## src/verilog/sync_fifo.sv

```systemverilog
`timescale 1ns/10ps

module sync_fifo #(
    parameter type payload_t = logic [7:0],
    parameter int  DEPTH     = 4
) (
    input  logic                     aclk,
    input  logic                     rstn,
    input  logic                     push,
    input  payload_t                 push_data,
    input  logic                     pop,
    output payload_t                 head,
    output logic                     empty,
    output logic                     full,
    output logic [$clog2(DEPTH):0]   count
);

    localparam int PTR_W = $clog2(DEPTH);

    payload_t         store [DEPTH];
    logic [PTR_W:0]   wr_ptr;
    logic [PTR_W:0]   rd_ptr;
    logic             do_push;
    logic             do_pop;

    // The extra pointer bit tells a full buffer from an empty one.
    assign count   = wr_ptr - rd_ptr;
    assign empty   = (wr_ptr == rd_ptr);
    assign full    = (wr_ptr[PTR_W] != rd_ptr[PTR_W]) &&
                     (wr_ptr[PTR_W-1:0] == rd_ptr[PTR_W-1:0]);
    assign do_push = push && !full;
    assign do_pop  = pop && !empty;
    assign head    = store[rd_ptr[PTR_W-1:0]];

    always_ff @(posedge aclk or negedge rstn) begin
        if (!rstn) begin
            wr_ptr <= '0;
            rd_ptr <= '0;
        end else begin
            if (do_push) begin
                wr_ptr <= wr_ptr + 1'b1;
            end
            if (do_pop) begin
                rd_ptr <= rd_ptr + 1'b1;
            end
        end
    end

    always_ff @(posedge aclk) begin
        if (do_push) begin
            store[wr_ptr[PTR_W-1:0]] <= push_data;
        end
    end

endmodule

```

## config.mk

```make
export PLATFORM = sky130hd
export DESIGN_NAME = sync_fifo
export DESIGN_NICKNAME = d
export VERILOG_FILES = /design/src/verilog/sync_fifo.sv
export SDC_FILE = /design/constraint.sdc
export NUM_CORES = 1
export LEC_CHECK = 0
export ABC_AREA = 1
export BUFFER_PORTS_ARGS = -buffer_cell sky130_fd_sc_hd__buf_4
export CAP_MARGIN = 40
export CORE_UTILIZATION = 45
export CTS_BUF_LIST = sky130_fd_sc_hd__clkbuf_4 sky130_fd_sc_hd__clkbuf_8
export CTS_CLUSTER_DIAMETER = 200
export DETAILED_ROUTE_END_ITERATION = 8
export PLACE_DENSITY = 0.74
export REMOVE_ABC_BUFFERS = 1
export SETUP_SLACK_MARGIN = 0.3
export SYNTH_ARGS = -nofsm -noshare
export SYNTH_HDL_FRONTEND = slang
export SYNTH_SLANG_ARGS = --single-unit
```

## constraint.sdc

```tcl
create_clock -name aclk -period 5.5 [get_ports aclk]
set_input_delay 0.55 -clock aclk [delete_from_list [all_inputs] [get_ports aclk]]
set_output_delay 0.55 -clock aclk [all_outputs]
set_load 0.005 [all_outputs]
```

### Yosys cells after proc, flatten, opt, wreduce, memory -nomap -nowiden

Memory sizes are Yosys's and may differ from the RTL's.
Index checks and enable logic that the tools add are counted.

* add/sub/neg operators: 3
* equality and inequality tests: 3
* multiplexer cells: 2
* reductions and logical operators: 5

Operator list (number)
* $add 3x1->3 const B: 2
* $eq 3x3->1: 1
* $logic_and 1x1->1: 3
* $sub 3x3->3: 1
* $eq 2x2->1: 1
* $logic_not 1->1: 2
* $mux 1: 2
* $ne 1x1->1: 1

* register bits after elaboration: 6
* RAM bits: 32
* input port bits: 12
* output and inout bits: 13
* word-level logic and storage cells: 16
* memories: 1

Memory list
* store: depth 4, bits a word 8, read ports 1, clocked after memory_dff 0, write ports 1, RTL line 20 `payload_t store [DEPTH];`

### Longest topological paths before layout

* depth after elaboration: 6
* depth in mapped cells: 9

### Worst setup path before layout

Ideal clock, no wire load.

* kind: register to register
* start: register rd_ptr[1]
* end: memory store[0][0] (netlist bit), enable pin
* setup time: 0.371 ns
* arrival: 1.591 ns
* data required time: 5.129 ns
* slack: 3.538 ns
* stages on the path, launching flop included: 9
* buffers on the path: 1
* period minus slack after synthesis: 1.962 ns
* cells stage by stage: dfrtp_1 -> buf_2 -> inv_1 -> ha_1 -> nand2_1 -> inv_1 -> nand3_4 -> nand2_4 -> nor2_1

* word-level cells in the longest chain between the ends: 6

Ends and longest elaborated chain
* from (decl): RTL line 22 `logic [PTR_W:0] rd_ptr;`
* from (signal assigned): RTL line 44 `rd_ptr <= rd_ptr + 1'b1;`
* $eq 2x2->1: RTL line 30 `(wr_ptr[PTR_W-1:0] == rd_ptr[PTR_W-1:0]);`
* $logic_and 1x1->1: RTL line 29 `assign full = (wr_ptr[PTR_W] != rd_ptr[PTR_W]) &&`
* $logic_not 1->1: RTL line 31 `assign do_push = push && !full;`
* $logic_and 1x1->1: RTL line 31
* $mux 1: RTL line 50 `if (do_push) begin`
* $mux 1 (implied by the code): RTL line 51 `store[wr_ptr[PTR_W-1:0]] <= push_data;`
* to (decl): RTL line 20

Every way passes these cells.

### Worst setup path after layout

* start: register rd_ptr[0]
* end: output count[2]

* word-level cells in the longest chain between the ends: 1

Ends and longest elaborated chain
* $sub 3x3->3: RTL line 27 `assign count = wr_ptr - rd_ptr;`
* to (decl): RTL line 15 `output logic [$clog2(DEPTH):0] count`

Every way passes these cells.

==> flow_metrics.py <==
metrics = {
    "power": {
        "p_switching_mw": 0.412,
        "power_density_nw_per_um2": 562,
        "clockPowerShare_pct": 16.5,
        "p_comb_share_pct": 42.6,
        "swShare_pct": 37.0,
        "ir_worst_vdd_v": 0.000256,
        "p_leak_nw": 0.833,
        "p_seq_share_pct": 40.9,
        "intPower_mw": 0.701,
    },
    "placement": {
        "dpl_cell_area_um2": 1900,
        "dp_hpwl_um": 2040,
        "numPortBuffers": 24,
        "globalplace.congestion": 0.738,
    },
    "critical_path": {
        "rr_startpoint": "rd_ptr[0]",
        "crit_path_end_kind": "output pin",
        "r2r_end": "store[1][6]",
        "crit_required_ns": 4.95,
        "worstSetupPathType": "register to output pin",
        "critPathLaunchType": "register",
        "critical_path.startpoint": "rd_ptr[0]",
        "r2r_setup_slack_ns": 3.11,
        "reg2reg_depth": 6,
        "crit_fanout": 20,
        "worstPathArrival_ns": 2.02,
    },
    "drt": {
        "first_iter_violations": 54,
        "route.detailed.drc": 0,
        "viasPerCell": 4.98,
        "post_drt_wl_per_cell_um": 13.6,
        "finalWirelength_um": 2920,
        "dr_total_vias": 1070,
        "antenna_left": 0,
        "drtPass1Iterations": 4,
    },
    "logic_synthesis": {
        "synth_top_area_share_pct": 56.8,
        "ys_ff_latch": 38,
        "yosysSeqAreaShare_pct": 65.6,
        "syn_area_um2": 1690,
        "ys_types": 22,
        "synth_top_area_cell": "edfxtp_1",
        "yosys_warnings": 0,
        "synth.avg_cell_area_um2": 12.0,
        "synth_cells": 141,
        "ys_top_cells_by_area": "edfxtp_1 (57%), dfrtp_1 (8.9%), ha_1 (5.2%)",
    },
    "floorplan": {
        "die_y_um": 63.3,
        "fp.dieW_um": 63.3,
        "row_count": 21,
        "core_area_um2": 3470,
        "ioPinCount": 25,
        "dieArea_um2": 4010,
        "initial_utilization_pct": 48.8,
    },
    "final_layout": {
        "multi_input_area_um2": 484,
        "antenna_cells": 0,
        "design_area_um2": 1980,
        "n_fill_cell": 314,
        "drive_gt1_share_pct": 24.3,
        "seqCellArea_um2": 1110,
        "synthToLayoutAreaGrowth_pct": 17.0,
        "nets": 188,
        "fin_util_pct": 57.1,
    },
    "global_route": {
        "grt_pass1_vias": 1001,
        "grt_antenna_before_repair": 0,
        "grt_max_degree": 21,
        "grt_overflow": 0,
        "grt_use_total_pct": 15.6,
        "grt_pass1_wl_um": 4510,
    },
    "timing": {
        "maxSlewViolCount": 0,
        "finalSetupViolations": 0,
        "worst_pin_slew_ns": 0.733,
        "fmax_mhz": 389,
        "min_period_over_period_pct": 46.7,
        "period_minus_slack_ns": 2.57,
        "skew_ns": 0.00338,
        "relSlewSlack_pct": 50.9,
        "setup_tns_ns": 0,
        "rsz0062_at_grt": "false",
        "final_hold_viol_count": 0,
    },
    "clock_tree": {
        "cts.sinks": 38,
        "clk_pin_slew_ns": 0.07,
        "postCtsHoldBufs": 0,
        "numCtsBuffers": 5,
        "cts_tree": "built",
        "ctsHtreeMaxLevel": 2,
        "cts_root_buf": "clkbuf_8",
        "cts_setup_buffers": 0,
        "cts_resized": 0,
        "cts_buffer_depth": 2,
        "insertion_delay_ns": 0.29,
    },
    "flow_run": {
        "drv_cap": 0,
    },
    "hold_path": {
        "hold_path.class": "input port to async pin",
    },
    "outcome": {
        "status": "completed",
    },
}
## cells by family after synthesis
family,Yosys count,synth area share [%]
AO/OA/AOI/OAI,24,7.69
XOR/XNOR,2,1.03
AND/OR/NAND/NOR,49,13.5
flip-flops,38,65.6
buffers and inverters,20,5.77
adder cells (fa/ha/maj),8,6.36
## per-layer routing
metal / GRT usage (%) / part of all wire (%)
met4: 11.1 / 3.5
met2: 25.3 / 49
met5: 0 / 0
met1: 17.2 / 43
met3: 4.89 / 3.9
## placed cells by master (no fill, tap or decap)
cell type | Yosys | routed
buf_4 | 1 | 24
clkbuf_4 | 0 | 1
clkbuf_8 | 0 | 5
clkinv_1 | 0 | 1
clkinv_2 | 0 | 1
dfrtp_1 | 6 | 6
edfxtp_1 | 32 | 32
fa_1 | 1 | 1
ha_1 | 7 | 7
inv_1 | 13 | 13
inv_2 | 2 | 2
inv_4 | 1 | 1
nand2_1 | 17 | 17
nand2_2 | 4 | 4
nand2_4 | 1 | 1
nand3_1 | 6 | 6
nand3_2 | 1 | 1
nand3_4 | 1 | 1
nor2_1 | 19 | 19
o21ai_0 | 15 | 15
o21ai_1 | 1 | 1
o22ai_1 | 8 | 8
xnor2_1 | 1 | 1
xor2_1 | 1 | 1
## Yosys cell counts
library cell / instances
o21ai_0: 15
buf_2: 1
o22ai_1: 8
dfrtp_1: 6
xor2_1: 1
fa_1: 1
nand2_4: 1
inv_4: 1
inv_1: 13
edfxtp_1: 32
nand3_2: 1
o21ai_1: 1
nand2_1: 17
nor2_1: 19
nand3_4: 1
nand2_2: 4
buf_4: 1
xnor2_1: 1
inv_2: 2
nand3_1: 6
ha_1: 7
buf_6: 2
## registers in the layout (all words and copies together) (netlist names)
signal	cells
wr_ptr	3
store	32
rd_ptr	3
## power by group through the flow
| stage | sequential, mW | combinational [mW] | clock, mW |
|---|---|---|---|
| after CTS | 0.455 | 0.485 | 0.188 |
| after detailed placement | 0.460 | 0.478 | 0 |
| after global routing | 0.465 | 0.528 | 0.199 |
| after floorplan | 0.441 | 0.283 | 0 |
| after global placement | 0.456 | 0.468 | 0 |
| final | 0.455 | 0.474 | 0.183 |
## worst max-delay path, cell delays in order, from the launching register on
cell and delay [ns]:
dfrtp_1 0.74, ha_1 0.26, inv_1 0.05, fa_1 0.38, xnor2_1 0.17, buf_4 0.13
## worst max path at each step
stage / slack (ns) / end
2_1_floorplan: 3.53 / count[2]
3_3_place_gp: 3.16 / store[0][4]
3_5_place_dp: 3.12 / store[0][2]
4_1_cts: 2.91 / count[2]
5_1_grt: 2.83 / count[2]
6_report: 2.93 / count[2]
## metrics by stage
stage	total power, mW	setup slack, ns	cells	hold WS (ns)
after global placement	0.924	3.16	207	0.364
final	1.11	2.93	215	0.0594
after CTS	1.13	2.91	215	0.0516
after floorplan	0.724	3.53	137	0.254
after global routing	1.19	2.83	215	0.0495
after detailed placement	0.938	3.12	207	0.368
## final cells by class
cell class	count	area share [%]
clock inverters	2	0.442
flip-flops and latches	38	56.1
inverters	16	3.16
repair buffers	24	9.10
clock buffers	6	3.85
well taps	46	2.91
multi-input cells	83	24.4
No activity file was read; power rests on OpenSTA's default activity.
