===== src/verilog/axi_mem_config.svh =====
`ifndef AXI_MEM_CONFIG_SVH
`define AXI_MEM_CONFIG_SVH

// Bus geometry.
`define AXI_ID_W        4
`define AXI_ADDR_W      16
`define AXI_DATA_W      32
`define AXI_STRB_W      (`AXI_DATA_W / 8)
`define AXI_LEN_W       8
`define AXI_SIZE_W      3
`define AXI_BURST_W     2
`define AXI_RESP_W      2

// Depth in data words. It must be a power of two.
`define MEM_WORDS       1024

`define CMD_FIFO_DEPTH  4
`define RD_FIFO_DEPTH   4

`endif


===== src/verilog/axi_mem_pkg.sv =====
`include "axi_mem_config.svh"

package axi_mem_pkg;

    typedef enum logic [`AXI_BURST_W-1:0] {
        FIXED = 2'b00,
        INCR  = 2'b01,
        WRAP  = 2'b10
    } burst_e;

    typedef enum logic [`AXI_RESP_W-1:0] {
        OKAY   = 2'b00,
        EXOKAY = 2'b01,
        SLVERR = 2'b10,
        DECERR = 2'b11
    } resp_e;

    typedef struct packed {
        logic [`AXI_ID_W-1:0]   id;
        logic [`AXI_ADDR_W-1:0] addr;
        logic [`AXI_LEN_W-1:0]  len;
        logic [`AXI_SIZE_W-1:0] size;
        burst_e                 burst;
    } axi_cmd_t;

    typedef struct packed {
        logic [`AXI_ID_W-1:0]   id;
        logic [`AXI_DATA_W-1:0] data;
        resp_e                  resp;
        logic                   last;
    } r_beat_t;

endpackage


===== src/verilog/burst_addr_gen.sv =====
`timescale 1ns/10ps
`include "axi_mem_config.svh"

module burst_addr_gen import axi_mem_pkg::*; (
    input  logic                   aclk,
    input  logic                   rstn,
    input  logic                   load,
    input  axi_cmd_t               cmd,
    input  logic                   step,
    output logic [`AXI_ADDR_W-1:0] addr,
    output logic                   beat_last,
    output logic                   illegal
);

    localparam int BUS_SIZE = $clog2(`AXI_STRB_W);

    logic [`AXI_ADDR_W-1:0] cur_addr;
    logic [`AXI_ADDR_W-1:0] next_addr;
    logic [`AXI_ADDR_W-1:0] step_bytes;
    logic [`AXI_ADDR_W-1:0] wrap_mask;
    logic [`AXI_LEN_W-1:0]  len;
    logic [`AXI_LEN_W-1:0]  beat_cnt;
    logic [`AXI_SIZE_W-1:0] size;
    burst_e                 burst;

    always_comb begin
        step_bytes = `AXI_ADDR_W'(1) << size;
        wrap_mask  = ((`AXI_ADDR_W'(len) + 1'b1) << size) - 1'b1; // Window of len+1 beats.
        case (burst)
            INCR:    next_addr = cur_addr + step_bytes;
            WRAP:    next_addr = (cur_addr & ~wrap_mask) | ((cur_addr + step_bytes) & wrap_mask);
            default: next_addr = cur_addr;
        endcase
    end

    assign addr      = cur_addr;
    assign beat_last = (beat_cnt == len);
    assign illegal   = (size > `AXI_SIZE_W'(BUS_SIZE)) ||
                       ((burst == WRAP) && !(len inside {8'd1, 8'd3, 8'd7, 8'd15}));

    always_ff @(posedge aclk or negedge rstn) begin
        if (!rstn) begin
            cur_addr <= '0;
            len      <= '0;
            size     <= '0;
            burst    <= FIXED;
            beat_cnt <= '0;
        end else if (load) begin
            cur_addr <= cmd.addr;
            len      <= cmd.len;
            size     <= cmd.size;
            burst    <= cmd.burst;
            beat_cnt <= '0;
        end else if (step) begin
            cur_addr <= next_addr;
            beat_cnt <= beat_cnt + 1'b1;
        end
    end

endmodule


===== src/verilog/axi_write_engine.sv =====
`timescale 1ns/10ps
`include "axi_mem_config.svh"

module axi_write_engine import axi_mem_pkg::*; (
    input  logic                   aclk,
    input  logic                   rstn,
    input  axi_cmd_t               aw_head,
    input  logic                   aw_empty,
    output logic                   aw_pop,
    input  logic [`AXI_DATA_W-1:0] wdata,
    input  logic [`AXI_STRB_W-1:0] wstrb,
    input  logic                   wlast,
    input  logic                   wvalid,
    output logic                   wready,
    output logic [`AXI_ID_W-1:0]   bid,
    output logic [`AXI_RESP_W-1:0] bresp,
    output logic                   bvalid,
    input  logic                   bready,
    output logic                   mem_req,
    output logic                   mem_we,
    output logic [`AXI_ADDR_W-1:0] mem_addr,
    output logic [`AXI_DATA_W-1:0] mem_wdata,
    output logic [`AXI_STRB_W-1:0] mem_wstrb,
    input  logic                   mem_gnt
);

    typedef enum logic [1:0] {
        WR_IDLE,
        WR_LOAD,
        WR_DATA,
        WR_RESP
    } wr_state_e;

    wr_state_e              state;
    logic [`AXI_ADDR_W-1:0] beat_addr;
    logic                   beat_last;
    logic                   illegal;
    logic                   len_err;
    logic                   w_beat;

    burst_addr_gen addr_gen_i (
        .aclk      (aclk),
        .rstn      (rstn),
        .load      (state == WR_LOAD),
        .cmd       (aw_head),
        .step      (w_beat),
        .addr      (beat_addr),
        .beat_last (beat_last),
        .illegal   (illegal)
    );

    assign mem_req   = (state == WR_DATA) && wvalid; // Only ask for the port with data in hand.
    assign mem_we    = (state == WR_DATA);
    assign mem_addr  = beat_addr;
    assign mem_wdata = wdata;
    assign mem_wstrb = illegal ? '0 : wstrb;         // An illegal burst is drained unwritten.
    assign wready    = (state == WR_DATA) && mem_gnt;
    assign w_beat    = wvalid && wready;

    assign bvalid = (state == WR_RESP);
    assign bid    = aw_head.id;
    assign bresp  = (illegal || len_err) ? SLVERR : OKAY;
    assign aw_pop = bvalid && bready;

    always_ff @(posedge aclk or negedge rstn) begin
        if (!rstn) begin
            state   <= WR_IDLE;
            len_err <= 1'b0;
        end else begin
            case (state)
                WR_IDLE: if (!aw_empty) state <= WR_LOAD;
                WR_LOAD: state <= WR_DATA;
                WR_DATA: if (w_beat && wlast) state <= WR_RESP;
                WR_RESP: if (bready) state <= WR_IDLE;
                default: state <= WR_IDLE;
            endcase
            if (state == WR_LOAD) begin
                len_err <= 1'b0;
            end else if (w_beat && (wlast != beat_last)) begin
                len_err <= 1'b1; // WLAST disagrees with AWLEN.
            end
        end
    end

endmodule


===== config.mk =====
export PLATFORM = sky130hd
export DESIGN_NAME = axi_write_engine
export DESIGN_NICKNAME = d
export VERILOG_FILES = /design/src/verilog/axi_mem_pkg.sv /design/src/verilog/burst_addr_gen.sv /design/src/verilog/axi_write_engine.sv
export VERILOG_INCLUDE_DIRS = /design/src /design/src/verilog
export SDC_FILE = /design/constraint.sdc
export NUM_CORES = 1
export LEC_CHECK = 0
export ABC_CLOCK_PERIOD_IN_PS = 4200
export CAP_MARGIN = 20
export CORE_MARGIN = 1.5
export CORE_UTILIZATION = 47
export CTS_BUF_LIST = sky130_fd_sc_hd__clkbuf_8
export DETAILED_ROUTE_END_ITERATION = 8
export DONT_BUFFER_PORTS = 1
export PLACE_DENSITY = 0.67
export RECOVER_POWER = 50
export SKIP_LAST_GASP = 1
export SYNTH_ARGS = -nofsm -noshare
export SYNTH_HDL_FRONTEND = slang
export SYNTH_SLANG_ARGS = --single-unit

===== constraint.sdc =====
create_clock -name aclk -period 4.2 [get_ports aclk]
set_input_delay 0.63 -clock aclk [delete_from_list [all_inputs] [get_ports aclk]]
set_output_delay 0.63 -clock aclk [all_outputs]
set_load 0.02 [all_outputs]

Word level (Yosys, flattened, before mapping):

Index checks and enable logic that the tools add are counted.

* bits in registers: 40
* word-level logic and storage cells: 62

* $add $sub $neg: 4
* $lt $le $gt $ge: 1
* equal/unequal tests: 14
* shift-type cells: 2
* multiplexer cells: 13
* bitwise operators: 4
* reductions and logical operators: 17

Operator list (count)
* 16-bit bitwise AND: 2
* 16-bit two-way mux: 2
* 16-bit one-hot mux with 2 select lines: 1
* 16-bit adder: 1
* 8-bit two-way mux: 2
* 16-bit NOT: 1
* 16-bit bitwise OR: 1
* 1-bit by 3-bit << shifter with 16-bit output, first input constant: 1
* 16-bit by 3-bit << shifter with 16-bit output: 1
* 16-bit by 1-bit subtractor with 16-bit output, second input constant: 1
* 8-bit by 1-bit adder with 9-bit output, second input constant: 1
* 8-bit by 1-bit adder with 8-bit output, second input constant: 1
* 8-bit by 1-bit == test with 1-bit output, second input constant: 1
* 8-bit by 2-bit == test with 1-bit output, second input constant: 1
* 8-bit by 3-bit == test with 1-bit output, second input constant: 1
* 8-bit by 4-bit == test with 1-bit output, second input constant: 1
* 8-bit == test: 1
* 2-bit two-way mux: 4
* 2-bit one-hot mux with 4 select lines: 1
* 1-bit logical AND: 7
* 2-bit == test, second input constant: 3
* 2-bit by 1-bit == test with 1-bit output, second input constant: 2
* 4-bit two-way mux: 1
* 2-bit by 1-bit inequality test with 1-bit output, second input constant: 2
* 12 further kinds: 15

Depth between registers and ports, before layout:

* word-level depth: 9
* gate-level depth with buffers: 16
* gate-level depth less buffers: 14

Hierarchy:

A second synthesis with hierarchy kept.

* cell total of the unflattened synthesis: 476
* area total of the unflattened synthesis: 3987.6 um2

By module, submodules not included
* burst_addr_gen: times used 1, cells each 412, area an instance 3449.6 um2, sequential area each 925.9 um2
* axi_write_engine: times used 1, cells each 64, area an instance 538.0 um2, sequential area each 75.1 um2

Worst setup path after synthesis:

Ideal clock, no wire load.

* kind: reg-to-reg
* from: reg addr_gen_i.size[0]
* to: reg (tool-made name)
* data arrival time: 3.218 ns
* slack: 0.912 ns
* cell stages (with the launch flop): 15
* clock period less this slack: 3.288 ns
* path through: dfrtp_1 > buf_2 > buf_1 > buf_1 > nor2b_1 > nand2_1 > fa_1 > nor2b_1 > o21ai_0 > nand2b_1 > a31oi_1 > a211oi_1 > nand2_1 > or4_1 > nand3_1

RTL lines
* from (decl): line burst_addr_gen.sv:23 `` logic [`AXI_SIZE_W-1:0] size; ``
* from (signal assigned): line burst_addr_gen.sv:51 `size <= cmd.size;`

==> Flow_metrics.wiki <==
{| class="wikitable"
! Metric !! Value
|-
| Number of iterations in the first detailed-routing pass || 5
|-
| Hold WC Path Type || primary input to async pin
|-
| Total vias in the final route || 3827
|-
| Summed negative setup slack over all endpoints || 0 ns
|-
| Largest net degree at the start of global routing || 55
|-
| Synth warnings || 0
|-
| Sw Share || 56.2%
|-
| # rows || 34
|-
| Die Width || 98.1 um
|-
| Part of the power in combinational logic || 68.6%
|-
| Final Cycle Share || 87.9%
|-
| Cell family with the largest share of critical-path delay || compound AO/OA/AOI/OAI gates
|-
| Quantity of I/O buffers inserted on ports || 0
|-
| Result of the run || finished clean
|-
| Post-route cell area || 0.00411 mm2
|-
| Crit-path cells || ha_1 -> nand3_4 -> o211a_1 -> a211o_1 -> o41a_1 -> nor4b_1 -> a21oi_1 -> or4_1 -> o211a_1
|-
| Final ANT Viol Nets || 0
|-
| Vias/cell || 6.41
|-
| Worst setup path class || flip-flop to flip-flop
|-
| Final hold violation count || 0
|-
| First-pass GRT wire length || 18600 um
|-
| Antenna diode count || 0
|-
| Core footprint || 0.00872 mm2
|-
| Share of synthesized registers carrying an async set or reset || 100%
|-
| Total of endpoints with negative setup slack in the final report || 0
|-
| Post-placement cell area || 0.00401 mm2
|-
| CTS HTree Levels || 2
|-
| Yosys top cell area share || 23.6%
|-
| Leakage || 1.71 nW
|-
| CTS-repair resized insts || 0
|-
| Post-Syn Area per Cell || 7.83 um2
|-
| Total routed wirelength || 11300 um
|-
| Share of layout cells above drive strength 1 || 8.18%
|-
| Worst supply voltage drop on vdd || 0.468 mV
|-
| Global routing met3 resource utilization || 4.22%
|-
| Sinks on the clock net || 40
|-
| I/O pin count || 139
|-
| Post-synthesis register bit count || 40
|-
| Tightest Pin Transition || 0.592 ns
|-
| Critical path required time || 4.40 ns
|-
| Setup WS pre-CTS || 0.586 ns
|-
| Filler cell count in the final layout || 844
|-
| Netlist area before placement || 0.00425 mm2
|-
| CP endpoint kind || flip-flop
|-
| Setup repair bufs after CTS || 0
|-
| Largest incremental delay on the critical path || 0.62 ns
|-
| Total count of max-transition violations in the final report || 0
|-
| Worst path buffer plus inverter count || 0
|-
| Post-synth EDFFs || 0
|-
| Leading cell types in the layout, fill and taps excluded || nor2_1 (56), nand2_1 (40), dfrtp_1 (40)
|-
| Area growth from synthesis to layout || -3.39%
|-
| Vertical extent of the die || 98.1 um
|-
| Net count after synthesis || 639
|-
| Power per Cell Area || 938 mW/mm2
|-
| Part of the Yosys area used for sequential elements || 23.6%
|-
| Number of antenna violations at the first check in global routing || 0
|-
| Overall overflow remaining after global route || 0
|-
| Clock latency on the worst-skew pair || 0.30 ns
|-
| Layer with the highest usage after global routing || met2
|-
| Number of global-route vias before repair || 3722
|-
| Total CTS buffers || 5
|-
| Initial Utilization || 48.7%
|-
| Clock power frac || 6.7%
|-
| Max FO, Critical Path || 12
|-
| Clock transition at the registers of the reported paths || 0.09 ns
|-
| Worst hold slack after final layout || 0.0147 ns
|-
| Maximum clock path buffer count || 2
|-
| Power dissipated by switching net loads || 0.00216 W
|-
| Most common library cell in the layout ignoring fill and taps || nor2_1
|-
| Number of library cell types mapped by synthesis || 73
|-
| Met1 Use GR || 31.2%
|-
| Dominant cells by area after synthesis || dfrtp_1 (24%), buf_4 (6.9%), ha_1 (5.6%), nor2_1 (4.9%), a21oi_1 (4.4%)
|-
| Total routing resource utilization after global routing || 23.6%
|-
| CTS tree || built
|-
| Detail-routed net length per standard cell || 18.9 um
|-
| Standard cell with the maximum stage delay on the critical path || dfrtp_1
|-
| DP Wirelength || 8300 um
|-
| Syn Inst Count || 543
|-
| Area enclosed by the die boundary || 0.00962 mm2
|-
| Worst slew margin relative to its limit || 60.4%
|-
| Cell type with the highest aggregate area in the netlist || dfrtp_1
|-
| DRC violation total after the first TritonRoute iteration || 538
|-
| Share of power burned in registers || 24.6%
|-
| RSZ-0062 raised after global routing || no
|-
| Setup slack of the critical path after layout || 0.508 ns
|-
| Hold-fix buffer count after cts || 0
|-
| DRC violation count after routing || 0
|-
| Post-layout net count || 585
|-
| Power Internal || 0.00169 W
|-
| Max-cap viol count || 0
|-
| Most instantiated flip-flop cell in the synthesis netlist || dfrtp_1
|-
| Worst Setup Start Kind || flip-flop
|-
| Most frequent cell on the critical path || o211a_1
|-
| Weighted congestion reported at the end of routability-driven placement || 0.976
|-
| Critical Path AT || 3.89 ns
|-
| Root cell of the clock tree || clkbuf_8
|-
| Global-route track usage on met2 || 39.4%
|-
| Minimum clock period || 3.69 ns
|-
| Fmax achieved || 271 MHz
|-
| Worst clock skew on the final layout || 0.0152 ns
|}
[cells in the mapped netlist, drive strengths merged, types with 3 or more instances]
library cell / number
nor2: 56
buf: 50
dfrtp: 40
nand2: 40
a21oi: 37
o21ai: 30
xor2: 21
inv: 20
clkbuf: 19
ha: 19
nand3: 15
and2: 14
xnor2: 14
nor3: 13
and3: 12
mux2: 10
a211oi: 9
nand2b: 8
nand4: 8
nor2b: 8
nor4: 8
o211ai: 7
a31oi: 6
mux2i: 6
o211a: 5
a211o: 4
a21boi: 4
a311oi: 4
or3: 4
or4: 4
a21o: 3
a221oi: 3
nor4b: 3
o21a: 3
o22ai: 3
[power by group through the flow]
stage,combinational [W],clock (W),sequential [W]
5_1_grt,0.00291,0.000275,0.000979
2_1_floorplan,0.00223,0,0.000764
3_5_place_dp,0.00257,0,0.000951
3_3_place_gp,0.00253,0,0.000945
6_report,0.00264,0.000259,0.000949
4_1_cts,0.00258,0.000265,0.000943
[path summary, 6_finish.rpt]
path | startpoint | endpoint | slack (ns) | depth (start not counted)
hold reg to reg | len_err | len_err | 0.52 | 2
setup / recovery | addr_gen_i.len[0] | flip-flop | 0.51 | 9
setup reg to reg | addr_gen_i.len[0] | flip-flop | 0.51 | 9
min in group aclk | aw_head[2] | addr_gen_i.size[0] | 0.46 | 2
hold / removal | rstn | async pin | 0.01 | 0
max in group asynchronous | rstn | len_err | 3.57 | 1
[per-stage QoR]
step	cells	util, %	power (W)
final	597	47.1	0.00385
after detailed placement	589	46.0	0.00352
after global placement	589	46.0	0.00348
after floorplan	543	-	0.00300
after global routing	597	47.1	0.00417
after CTS	596	47.0	0.00379
[metal layers]
layer | share of wire, % | wire (um) | vias up
met2 | 47 | 5350 | 184
li1 | - | - | 1798
met5 | 0 | 0 | -
met4 | 1.7 | 195 | 0
met3 | 7.6 | 862 | 29
met1 | 43 | 4880 | 1816
[cell type report]
cell class	count	area, um2	area share (%)
timing repair buffer	8	62.6	1.52
tap	108	135	3.29
clock inverter	2	12.5	0.305
sequential	40	1000	24.4
inverter	20	75.1	1.83
multi-input combinational	414	2750	67.0
clock buffer	5	68.8	1.68
[logic make-up (layout without fill, tap and decap cells)]
family	count (synthesis)	after routing	synth area share [%]
mux	16	16	4.06
fa+ha+maj	20	20	6.07
compound gates	139	139	21.9
simple gates	203	203	25.0
other cells	1	1	0.0883
flops	40	40	23.6
buf+inv	89	35	11.8
xor+xnor	35	35	7.57
Note: power is estimated with default switching activity, not from simulation.
