<file path="config.mk">
export PLATFORM = sky130hd
export DESIGN_NAME = axi_read_engine
export DESIGN_NICKNAME = d
export VERILOG_FILES = /design/src/verilog/axi_mem_pkg.sv /design/src/verilog/burst_addr_gen.sv /design/src/verilog/axi_read_engine.sv
export VERILOG_INCLUDE_DIRS = /design/src /design/src/verilog
export SDC_FILE = /design/constraint.sdc
export NUM_CORES = 1
export LEC_CHECK = 0
export BUFFER_PORTS_ARGS = -buffer_cell sky130_fd_sc_hd__buf_2
export CORE_MARGIN = 5
export CORE_UTILIZATION = 25
export CTS_BUF_LIST = sky130_fd_sc_hd__clkbuf_8
export CTS_CLUSTER_DIAMETER = 100
export CTS_CLUSTER_SIZE = 10
export DETAILED_ROUTE_END_ITERATION = 10
export GPL_TIMING_DRIVEN = 0
export HOLD_SLACK_MARGIN = 0.03
export MAX_ROUTING_LAYER = met4
export SETUP_SLACK_MARGIN = 0.3
export SYNTH_ARGS = -nofsm -noshare
export SYNTH_HDL_FRONTEND = slang
export SYNTH_SLANG_ARGS = --single-unit
</file>
<file path="constraint.sdc">
create_clock -name aclk -period 3.49 [get_ports aclk]
set_input_delay 0.1745 -clock aclk [delete_from_list [all_inputs] [get_ports aclk]]
set_output_delay 0.1745 -clock aclk [all_outputs]
set_load 0.005 [all_outputs]
</file>
<file path="src/verilog/axi_mem_config.svh">
`ifndef AXI_MEM_CONFIG_SVH
`define AXI_MEM_CONFIG_SVH

// Bus geometry.
`define AXI_ID_W        4
`define AXI_ADDR_W      16
`define AXI_DATA_W      32
`define AXI_STRB_W      (`AXI_DATA_W / 8)
`define AXI_LEN_W       8
`define AXI_SIZE_W      3
`define AXI_BURST_W     2
`define AXI_RESP_W      2

// Depth in data words. It must be a power of two.
`define MEM_WORDS       1024

`define CMD_FIFO_DEPTH  4
`define RD_FIFO_DEPTH   4

`endif

</file>
<file path="src/verilog/axi_mem_pkg.sv">
`include "axi_mem_config.svh"

package axi_mem_pkg;

    typedef enum logic [`AXI_BURST_W-1:0] {
        FIXED = 2'b00,
        INCR  = 2'b01,
        WRAP  = 2'b10
    } burst_e;

    typedef enum logic [`AXI_RESP_W-1:0] {
        OKAY   = 2'b00,
        EXOKAY = 2'b01,
        SLVERR = 2'b10,
        DECERR = 2'b11
    } resp_e;

    typedef struct packed {
        logic [`AXI_ID_W-1:0]   id;
        logic [`AXI_ADDR_W-1:0] addr;
        logic [`AXI_LEN_W-1:0]  len;
        logic [`AXI_SIZE_W-1:0] size;
        burst_e                 burst;
    } axi_cmd_t;

    typedef struct packed {
        logic [`AXI_ID_W-1:0]   id;
        logic [`AXI_DATA_W-1:0] data;
        resp_e                  resp;
        logic                   last;
    } r_beat_t;

endpackage

</file>
<file path="src/verilog/burst_addr_gen.sv">
`timescale 1ns/10ps
`include "axi_mem_config.svh"

module burst_addr_gen import axi_mem_pkg::*; (
    input  logic                   aclk,
    input  logic                   rstn,
    input  logic                   load,
    input  axi_cmd_t               cmd,
    input  logic                   step,
    output logic [`AXI_ADDR_W-1:0] addr,
    output logic                   beat_last,
    output logic                   illegal
);

    localparam int BUS_SIZE = $clog2(`AXI_STRB_W);

    logic [`AXI_ADDR_W-1:0] cur_addr;
    logic [`AXI_ADDR_W-1:0] next_addr;
    logic [`AXI_ADDR_W-1:0] step_bytes;
    logic [`AXI_ADDR_W-1:0] wrap_mask;
    logic [`AXI_LEN_W-1:0]  len;
    logic [`AXI_LEN_W-1:0]  beat_cnt;
    logic [`AXI_SIZE_W-1:0] size;
    burst_e                 burst;

    always_comb begin
        step_bytes = `AXI_ADDR_W'(1) << size;
        wrap_mask  = ((`AXI_ADDR_W'(len) + 1'b1) << size) - 1'b1; // Window of len+1 beats.
        case (burst)
            INCR:    next_addr = cur_addr + step_bytes;
            WRAP:    next_addr = (cur_addr & ~wrap_mask) | ((cur_addr + step_bytes) & wrap_mask);
            default: next_addr = cur_addr;
        endcase
    end

    assign addr      = cur_addr;
    assign beat_last = (beat_cnt == len);
    assign illegal   = (size > `AXI_SIZE_W'(BUS_SIZE)) ||
                       ((burst == WRAP) && !(len inside {8'd1, 8'd3, 8'd7, 8'd15}));

    always_ff @(posedge aclk or negedge rstn) begin
        if (!rstn) begin
            cur_addr <= '0;
            len      <= '0;
            size     <= '0;
            burst    <= FIXED;
            beat_cnt <= '0;
        end else if (load) begin
            cur_addr <= cmd.addr;
            len      <= cmd.len;
            size     <= cmd.size;
            burst    <= cmd.burst;
            beat_cnt <= '0;
        end else if (step) begin
            cur_addr <= next_addr;
            beat_cnt <= beat_cnt + 1'b1;
        end
    end

endmodule

</file>
<file path="src/verilog/axi_read_engine.sv">
`timescale 1ns/10ps
`include "axi_mem_config.svh"

module axi_read_engine import axi_mem_pkg::*; (
    input  logic                             aclk,
    input  logic                             rstn,
    input  axi_cmd_t                         ar_head,
    input  logic                             ar_empty,
    output logic                             ar_pop,
    output logic                             mem_req,
    output logic [`AXI_ADDR_W-1:0]           mem_addr,
    input  logic                             mem_gnt,
    input  logic [`AXI_DATA_W-1:0]           mem_rdata,
    input  logic                             mem_rvalid,
    output logic                             rq_push,
    output r_beat_t                          rq_data,
    input  logic [$clog2(`RD_FIFO_DEPTH):0]  rq_count
);

    localparam int CNT_W = $clog2(`RD_FIFO_DEPTH) + 1;

    typedef enum logic [1:0] {
        RD_IDLE,
        RD_LOAD,
        RD_ISSUE
    } rd_state_e;

    rd_state_e              state;
    logic [`AXI_ADDR_W-1:0] beat_addr;
    logic                   beat_last;
    logic                   illegal;
    logic [CNT_W-1:0]       occupancy;
    logic                   credit_ok;
    logic                   issue;
    logic                   p_valid;
    logic [`AXI_ID_W-1:0]   p_id;
    logic                   p_last;
    logic                   p_err;

    burst_addr_gen addr_gen_i (
        .aclk      (aclk),
        .rstn      (rstn),
        .load      (state == RD_LOAD),
        .cmd       (ar_head),
        .step      (issue),
        .addr      (beat_addr),
        .beat_last (beat_last),
        .illegal   (illegal)
    );

    // A beat in flight already owns a slot in the R queue.
    assign occupancy = rq_count + CNT_W'(p_valid);
    assign credit_ok = occupancy < CNT_W'(`RD_FIFO_DEPTH);
    assign mem_req   = (state == RD_ISSUE) && credit_ok && !illegal;
    assign mem_addr  = beat_addr;
    assign issue     = (state == RD_ISSUE) && credit_ok && (illegal || mem_gnt);
    assign ar_pop    = issue && beat_last;

    assign rq_push = p_valid && (p_err || mem_rvalid);

    always_comb begin
        rq_data.id   = p_id;
        rq_data.data = p_err ? '0 : mem_rdata;
        rq_data.resp = p_err ? SLVERR : OKAY;
        rq_data.last = p_last;
    end

    always_ff @(posedge aclk or negedge rstn) begin
        if (!rstn) begin
            state   <= RD_IDLE;
            p_valid <= 1'b0;
        end else begin
            p_valid <= issue;
            case (state)
                RD_IDLE:  if (!ar_empty) state <= RD_LOAD;
                RD_LOAD:  state <= RD_ISSUE;
                RD_ISSUE: if (ar_pop) state <= RD_IDLE;
                default:  state <= RD_IDLE;
            endcase
        end
    end

    // Tag of the beat whose data arrives next cycle.
    always_ff @(posedge aclk) begin
        if (issue) begin
            p_id   <= ar_head.id;
            p_last <= beat_last;
            p_err  <= illegal;
        end
    end

endmodule

</file>
# Word level (Yosys, flattened, before mapping)
# Cells that the tools add are included.
totals:
  regBits: 46
  wordCells: 61
  output_inout_bits: 58
op_classes:
  bitwise: 4
  n_mux: 10
  shift: 2
  reduce_logical: 17
  add_sub_neg: 5
  n_eq_ne: 11
  n_lt_le_gt_ge: 2
ops:
  columns: ["op", "n"]
  rows:
  - ["AND 16 bit", 2]
  - ["2-to-1 mux 16 bit", 2]
  - ["2-to-1 mux 32 bit", 1]
  - ["one-hot mux 16 bit (2 select lines)", 1]
  - ["adder 16 bit", 1]
  - ["2-to-1 mux 8 bit", 2]
  - ["inverter 16 bit", 1]
  - ["OR 16 bit", 1]
  - ["left shift 1 x 3 -> 16 bit, first input constant", 1]
  - ["left shift 16 x 3 -> 16 bit", 1]
  - ["subtractor 16 x 1 -> 16 bit, second input constant", 1]
  - ["adder 8 x 1 -> 9 bit, second input constant", 1]
  - ["adder 8 x 1 -> 8 bit, second input constant", 1]
  - ["equality test 8 x 1 -> 1 bit, second input constant", 1]
  - ["equality test 8 x 2 -> 1 bit, second input constant", 1]
  - ["equality test 8 x 3 -> 1 bit, second input constant", 1]
  - ["equality test 8 x 4 -> 1 bit, second input constant", 1]
  - ["equality test 8 bit", 1]
  - ["logical AND 1 bit", 6]
  - ["2-to-1 mux 2 bit", 3]
  - ["one-hot mux 2 bit (3 select lines)", 1]
  - ["equality test 2 x 1 -> 1 bit, second input constant", 2]
  - ["equality test 2 bit, second input constant", 2]
  - ["!= test 2 bit, second input constant", 2]
  - ["other kinds (10)", 14]

# Logic depth before layout (Yosys ltp)
depth:
  ltp_word: 10
  mapped_depth: 16
  mapped_depth_nobuf: 14

# Cells and area by module
# From an unflattened synthesis, not the netlist that was laid out.
hier_totals:
  hier_cells: 473
  area_unflattened_um2: 4056.4
by_module_without_submodules:
  columns: ["module", "instances", "cells_per_inst", "area_each_um2"]
  rows:
  - ["burst_addr_gen", 1, 412, 3449.6]
  - ["axi_read_engine", 1, 61, 606.8]

# Worst setup path after synthesis
# Ideal clock, no wire load.
synth_path:
  kind: "reg2reg"
  startpoint: "register addr_gen_i.len[1]"
  endpoint: "register with a tool-made name"
  t_arrival_ns: 3.073
  path_slack_ns: 0.292
  period_less_slack_ns: 3.198
  stages_incl_launch_ff: 11
  cell_sequence: "dfrtp_1 -> ha_1 -> xnor2_2 -> nor2_1 -> o311a_1 -> a211o_1 -> a211o_1 -> nor4_1 -> mux2_2 -> a211oi_1 -> mux2_2"
synth_rtl:
  columns: ["item", "line", "text"]
  rows:
  - ["from (decl)", "burst_addr_gen.sv:21", "logic [`AXI_LEN_W-1:0] len;"]
  - ["from (signal assigned)", "burst_addr_gen.sv:50", "len <= cmd.len;"]

==> results.sh <==
export IMPL_status="complete, but fails checks"
export IMPL_violations="negative hold slack"
export IMPL_clock_fmax_mhz=312
export IMPL_fillers=1765
export IMPL_synthesis_area_um2=4240
export IMPL_slew_headroom_pct=35.4
export IMPL_cts_buffer_depth=2
export IMPL_slowest_stage="dfrtp_2"
export IMPL_drc_errors=0
export IMPL_ant_nets=0
export IMPL_cts_tree="done"
export IMPL_synth_area_top_cells="dfrtp_1 24%, nand2_1 5.6%, nor2b_1 5.5%"
export IMPL_period_share_pct=91.7
export IMPL_reg2reg_from="addr_gen_i.len[1]"
export IMPL_cp_arrival_ns=3.43
export IMPL_multi_input_area_um2=3050
export IMPL_synth_top_area_cell="dfrtp_1"
export IMPL_grt_antenna_before_repair=0
export IMPL_wire_per_inst_um=15.9
export IMPL_clk_pin_slew_worst_paths_ns=0.10
export IMPL_hold_ws_ns=-0.00232
export IMPL_hold_viol=2
export IMPL_numCtsBuffers=5
export IMPL_initial_core_util_pct=25.5
export IMPL_finalCriticalPeriod_ns=3.20
export IMPL_cellPowerDensity_nw_per_um2=902
export IMPL_finalSetupViolCount=0
export IMPL_syn_nets=628
export IMPL_worstPathCellList="ha_4, xnor2_2, nor2_1, o311a_1, a211o_1, a211o_1, nor4_4, mux2_4, a211oi_2, mux2_2"
export IMPL_drtIter0Drc=336
export IMPL_synth_compound_area_share_pct=23.8
export IMPL_synth_ff_type="dfrtp_1"
export IMPL_finish_instance_area_um2=5830
export IMPL_top_level_ports=131
export IMPL_synth_adder_area_share_pct=4.60
export IMPL_dieHeight_um=140
export IMPL_async_flop_share_pct=87.0
export IMPL_grt_pass1_wl_um=23000
export IMPL_leakage_nw=2.58
export IMPL_worstHoldPathType="in -> async"
export IMPL_crit_type="reg -> reg"
export IMPL_yosysTopAreaCellShare_pct=23.6
export IMPL_portBuffers=129
export IMPL_crit_family="compound AO/OA/AOI/OAI gates"
export IMPL_via_per_inst=5.02
export IMPL_required_ns=3.71
export IMPL_synth_top_family_by_area="simple AND/OR/NAND/NOR gates"
export IMPL_placed_cell_area_um2=5170
export IMPL_syn_instance_count=540
export IMPL_crit_buf_inv=0
export IMPL_finClkSkew_ns=0.00874
export IMPL_synth_edf_count=6
export IMPL_grt_pass1_vias=4435
export IMPL_slowest_delay_ns=0.48
export IMPL_cpMostUsedCell="a211o_1"
export IMPL_drt_wl_total_um=14700
export IMPL_synth_xor_area_share_pct=5.96
export IMPL_synth_commonest_cells="63 x nand2_1, 53 x nor2_1, 40 x dfrtp_1"
export IMPL_irDropWorstVdd_mv=0.280
export IMPL_rsz0062_at_grt="yes"
export IMPL_synth_most_common_cell="nand2_1"
export IMPL_fin_util_pct=35.0
export IMPL_clock_sinks=46
export IMPL_ys_types=77
export IMPL_grt_max_degree=41
export IMPL_die_x_um=140
export IMPL_tns_ns=0
export IMPL_rows=47
export IMPL_seq_area_frac_synth_pct=27.8
export IMPL_yosys_mux_area_fraction_pct=3.27
export IMPL_crit_path_max_fanout=5
export IMPL_gp_congestion=0.930
export IMPL_layout_nets=793
export IMPL_cp_end_kind="flop"
export IMPL_grt_total_usage_pct=14.7
export IMPL_worstSetupStartpoint="addr_gen_i.len[1]"
export IMPL_clkLatencyLatePin_ns=0.33
export IMPL_drive_gt1_share_pct=35.4
export IMPL_worst_pin_slew_ns=0.970
export IMPL_syn_avg_cell_area_um2=7.86
export IMPL_cp_start_kind="flop"
export IMPL_gr_total_overflow=0
export IMPL_areaGrowthSynthToFinish_pct=37.4
export IMPL_yosysWarnings=0
export IMPL_r2r_cells=10
export IMPL_dpl_hpwl_um=11000
export IMPL_synth_simple_area_share_pct=27.9
export IMPL_crit_cells=10
export IMPL_num_vias=4650
export IMPL_ff2ff_setup_slack_ns=0.29
export IMPL_max_cap_violations=0
export IMPL_root_buffer="clkbuf_8"
export IMPL_core_um2=16600
export IMPL_cts_max_level=2
export IMPL_drv_slew=0
export IMPL_firstDrtPassIters=4
export IMPL_die_area_um2=19700
export IMPL_diodes=0
export IMPL_seqCellArea_um2=1180
export IMPL_ys_seq_elements=46
what timing repair did:
action | in CTS | in global routing
pin swaps | 13 | 22
setup buffers | 13 | 8
setup endpoints to repair | 20 | 19
hold buffers | 8 | 0
endpoints found under the hold margin | 8 | 0
gates resized for setup | 34 | 69
worst min path at each step:
stage                     start           endpoint  slack, ns  cells after the start
floorplan                  rstn          async pin      -0.12                      0
detailed placement  ar_head[31]            p_id[2]       0.35                      1
CTS                        rstn  addr_gen_i.len[6]       0.03                      1
global route         ar_head[5]  addr_gen_i.len[0]       0.06                      3
global placement    ar_head[31]            p_id[2]       0.35                      1
finish                     rstn  addr_gen_i.len[6]     -0.002                      1
worst register-to-register path: cells and delay by family (launching register included):
family	cells	cell delay, ns
fa+ha+maj	1	0.21
simple gates	2	0.27
xor+xnor	1	0.23
compound gates	4	1.23
mux	2	0.69
flops	1	0.48
report_power, final:
group / total, W / internal [W] / switching (W)
Sequential: 0.000950 / 0.000760 / 0.000190
Combinational: 0.00394 / 0.00170 / 0.00224
Clock: 0.000364 / 0.000144 / 0.000220
Total: 0.00526 / 0.00260 / 0.00265
cell families after synthesis:
group,after synthesis
compound gates,144
xor+xnor,28
fa+ha+maj,15
buf+inv,60
flops,46
mux,13
other cells,1
simple gates,233
cell type report:
| cell class | count | area share (%) |
|---|---|---|
| multi-input cells | 434 | 52.4 |
| flip-flops and latches | 46 | 20.3 |
| repair buffers | 158 | 15.2 |
| well taps | 220 | 4.72 |
| plain buffers | 42 | 4.66 |
| clock buffers | 5 | 1.18 |
| inverters | 18 | 1.16 |
| clock inverters | 3 | 0.408 |
placed cells by master, fill, tap and decap left out, drive strengths merged, types with 4 or more instances in the layout:
| master | instances |
|---|---|
| buf | 169 |
| dlygate4sd3 | 8 |
| or3 | 8 |
| a21oi | 32 |
| a211oi | 6 |
| nand2b | 5 |
| o211a | 4 |
| nor2 | 53 |
| and2 | 7 |
| nor3 | 17 |
| a21o | 5 |
| o21a | 7 |
| clkbuf | 28 |
| nand2 | 64 |
| nand4 | 9 |
| and3 | 4 |
| inv | 19 |
| mux2i | 9 |
| dfrtp | 40 |
| o211ai | 8 |
| ha | 14 |
| nand3 | 10 |
| nor2b | 37 |
| mux2 | 4 |
| a311oi | 5 |
| a31oi | 4 |
| o21ai | 33 |
| xor2 | 10 |
| xnor2 | 18 |
| edfxtp | 6 |
| nor4 | 6 |
metrics by stage:
| stage | setup WS, ns | cells | power (W) |
|---|---|---|---|
| finish | 0.288 | 926 | 0.00526 |
| global route | 0.189 | 926 | 0.00574 |
| CTS | 0.174 | 918 | 0.00487 |
| detailed placement | -0.373 | 889 | 0.00426 |
| global placement | -0.333 | 889 | 0.00423 |
| floorplan | 0.320 | 540 | 0.00336 |
per-layer routing:
layer	share of wire [%]	vias up	global-route usage [%]
met1	43	2149	18.9
met5	0	-	-
met4	1.6	0	3.62
met2	47	219	23.9
li1	-	2263	-
met3	8.4	19	2.93
Note: power is estimated with default switching activity, not from simulation.
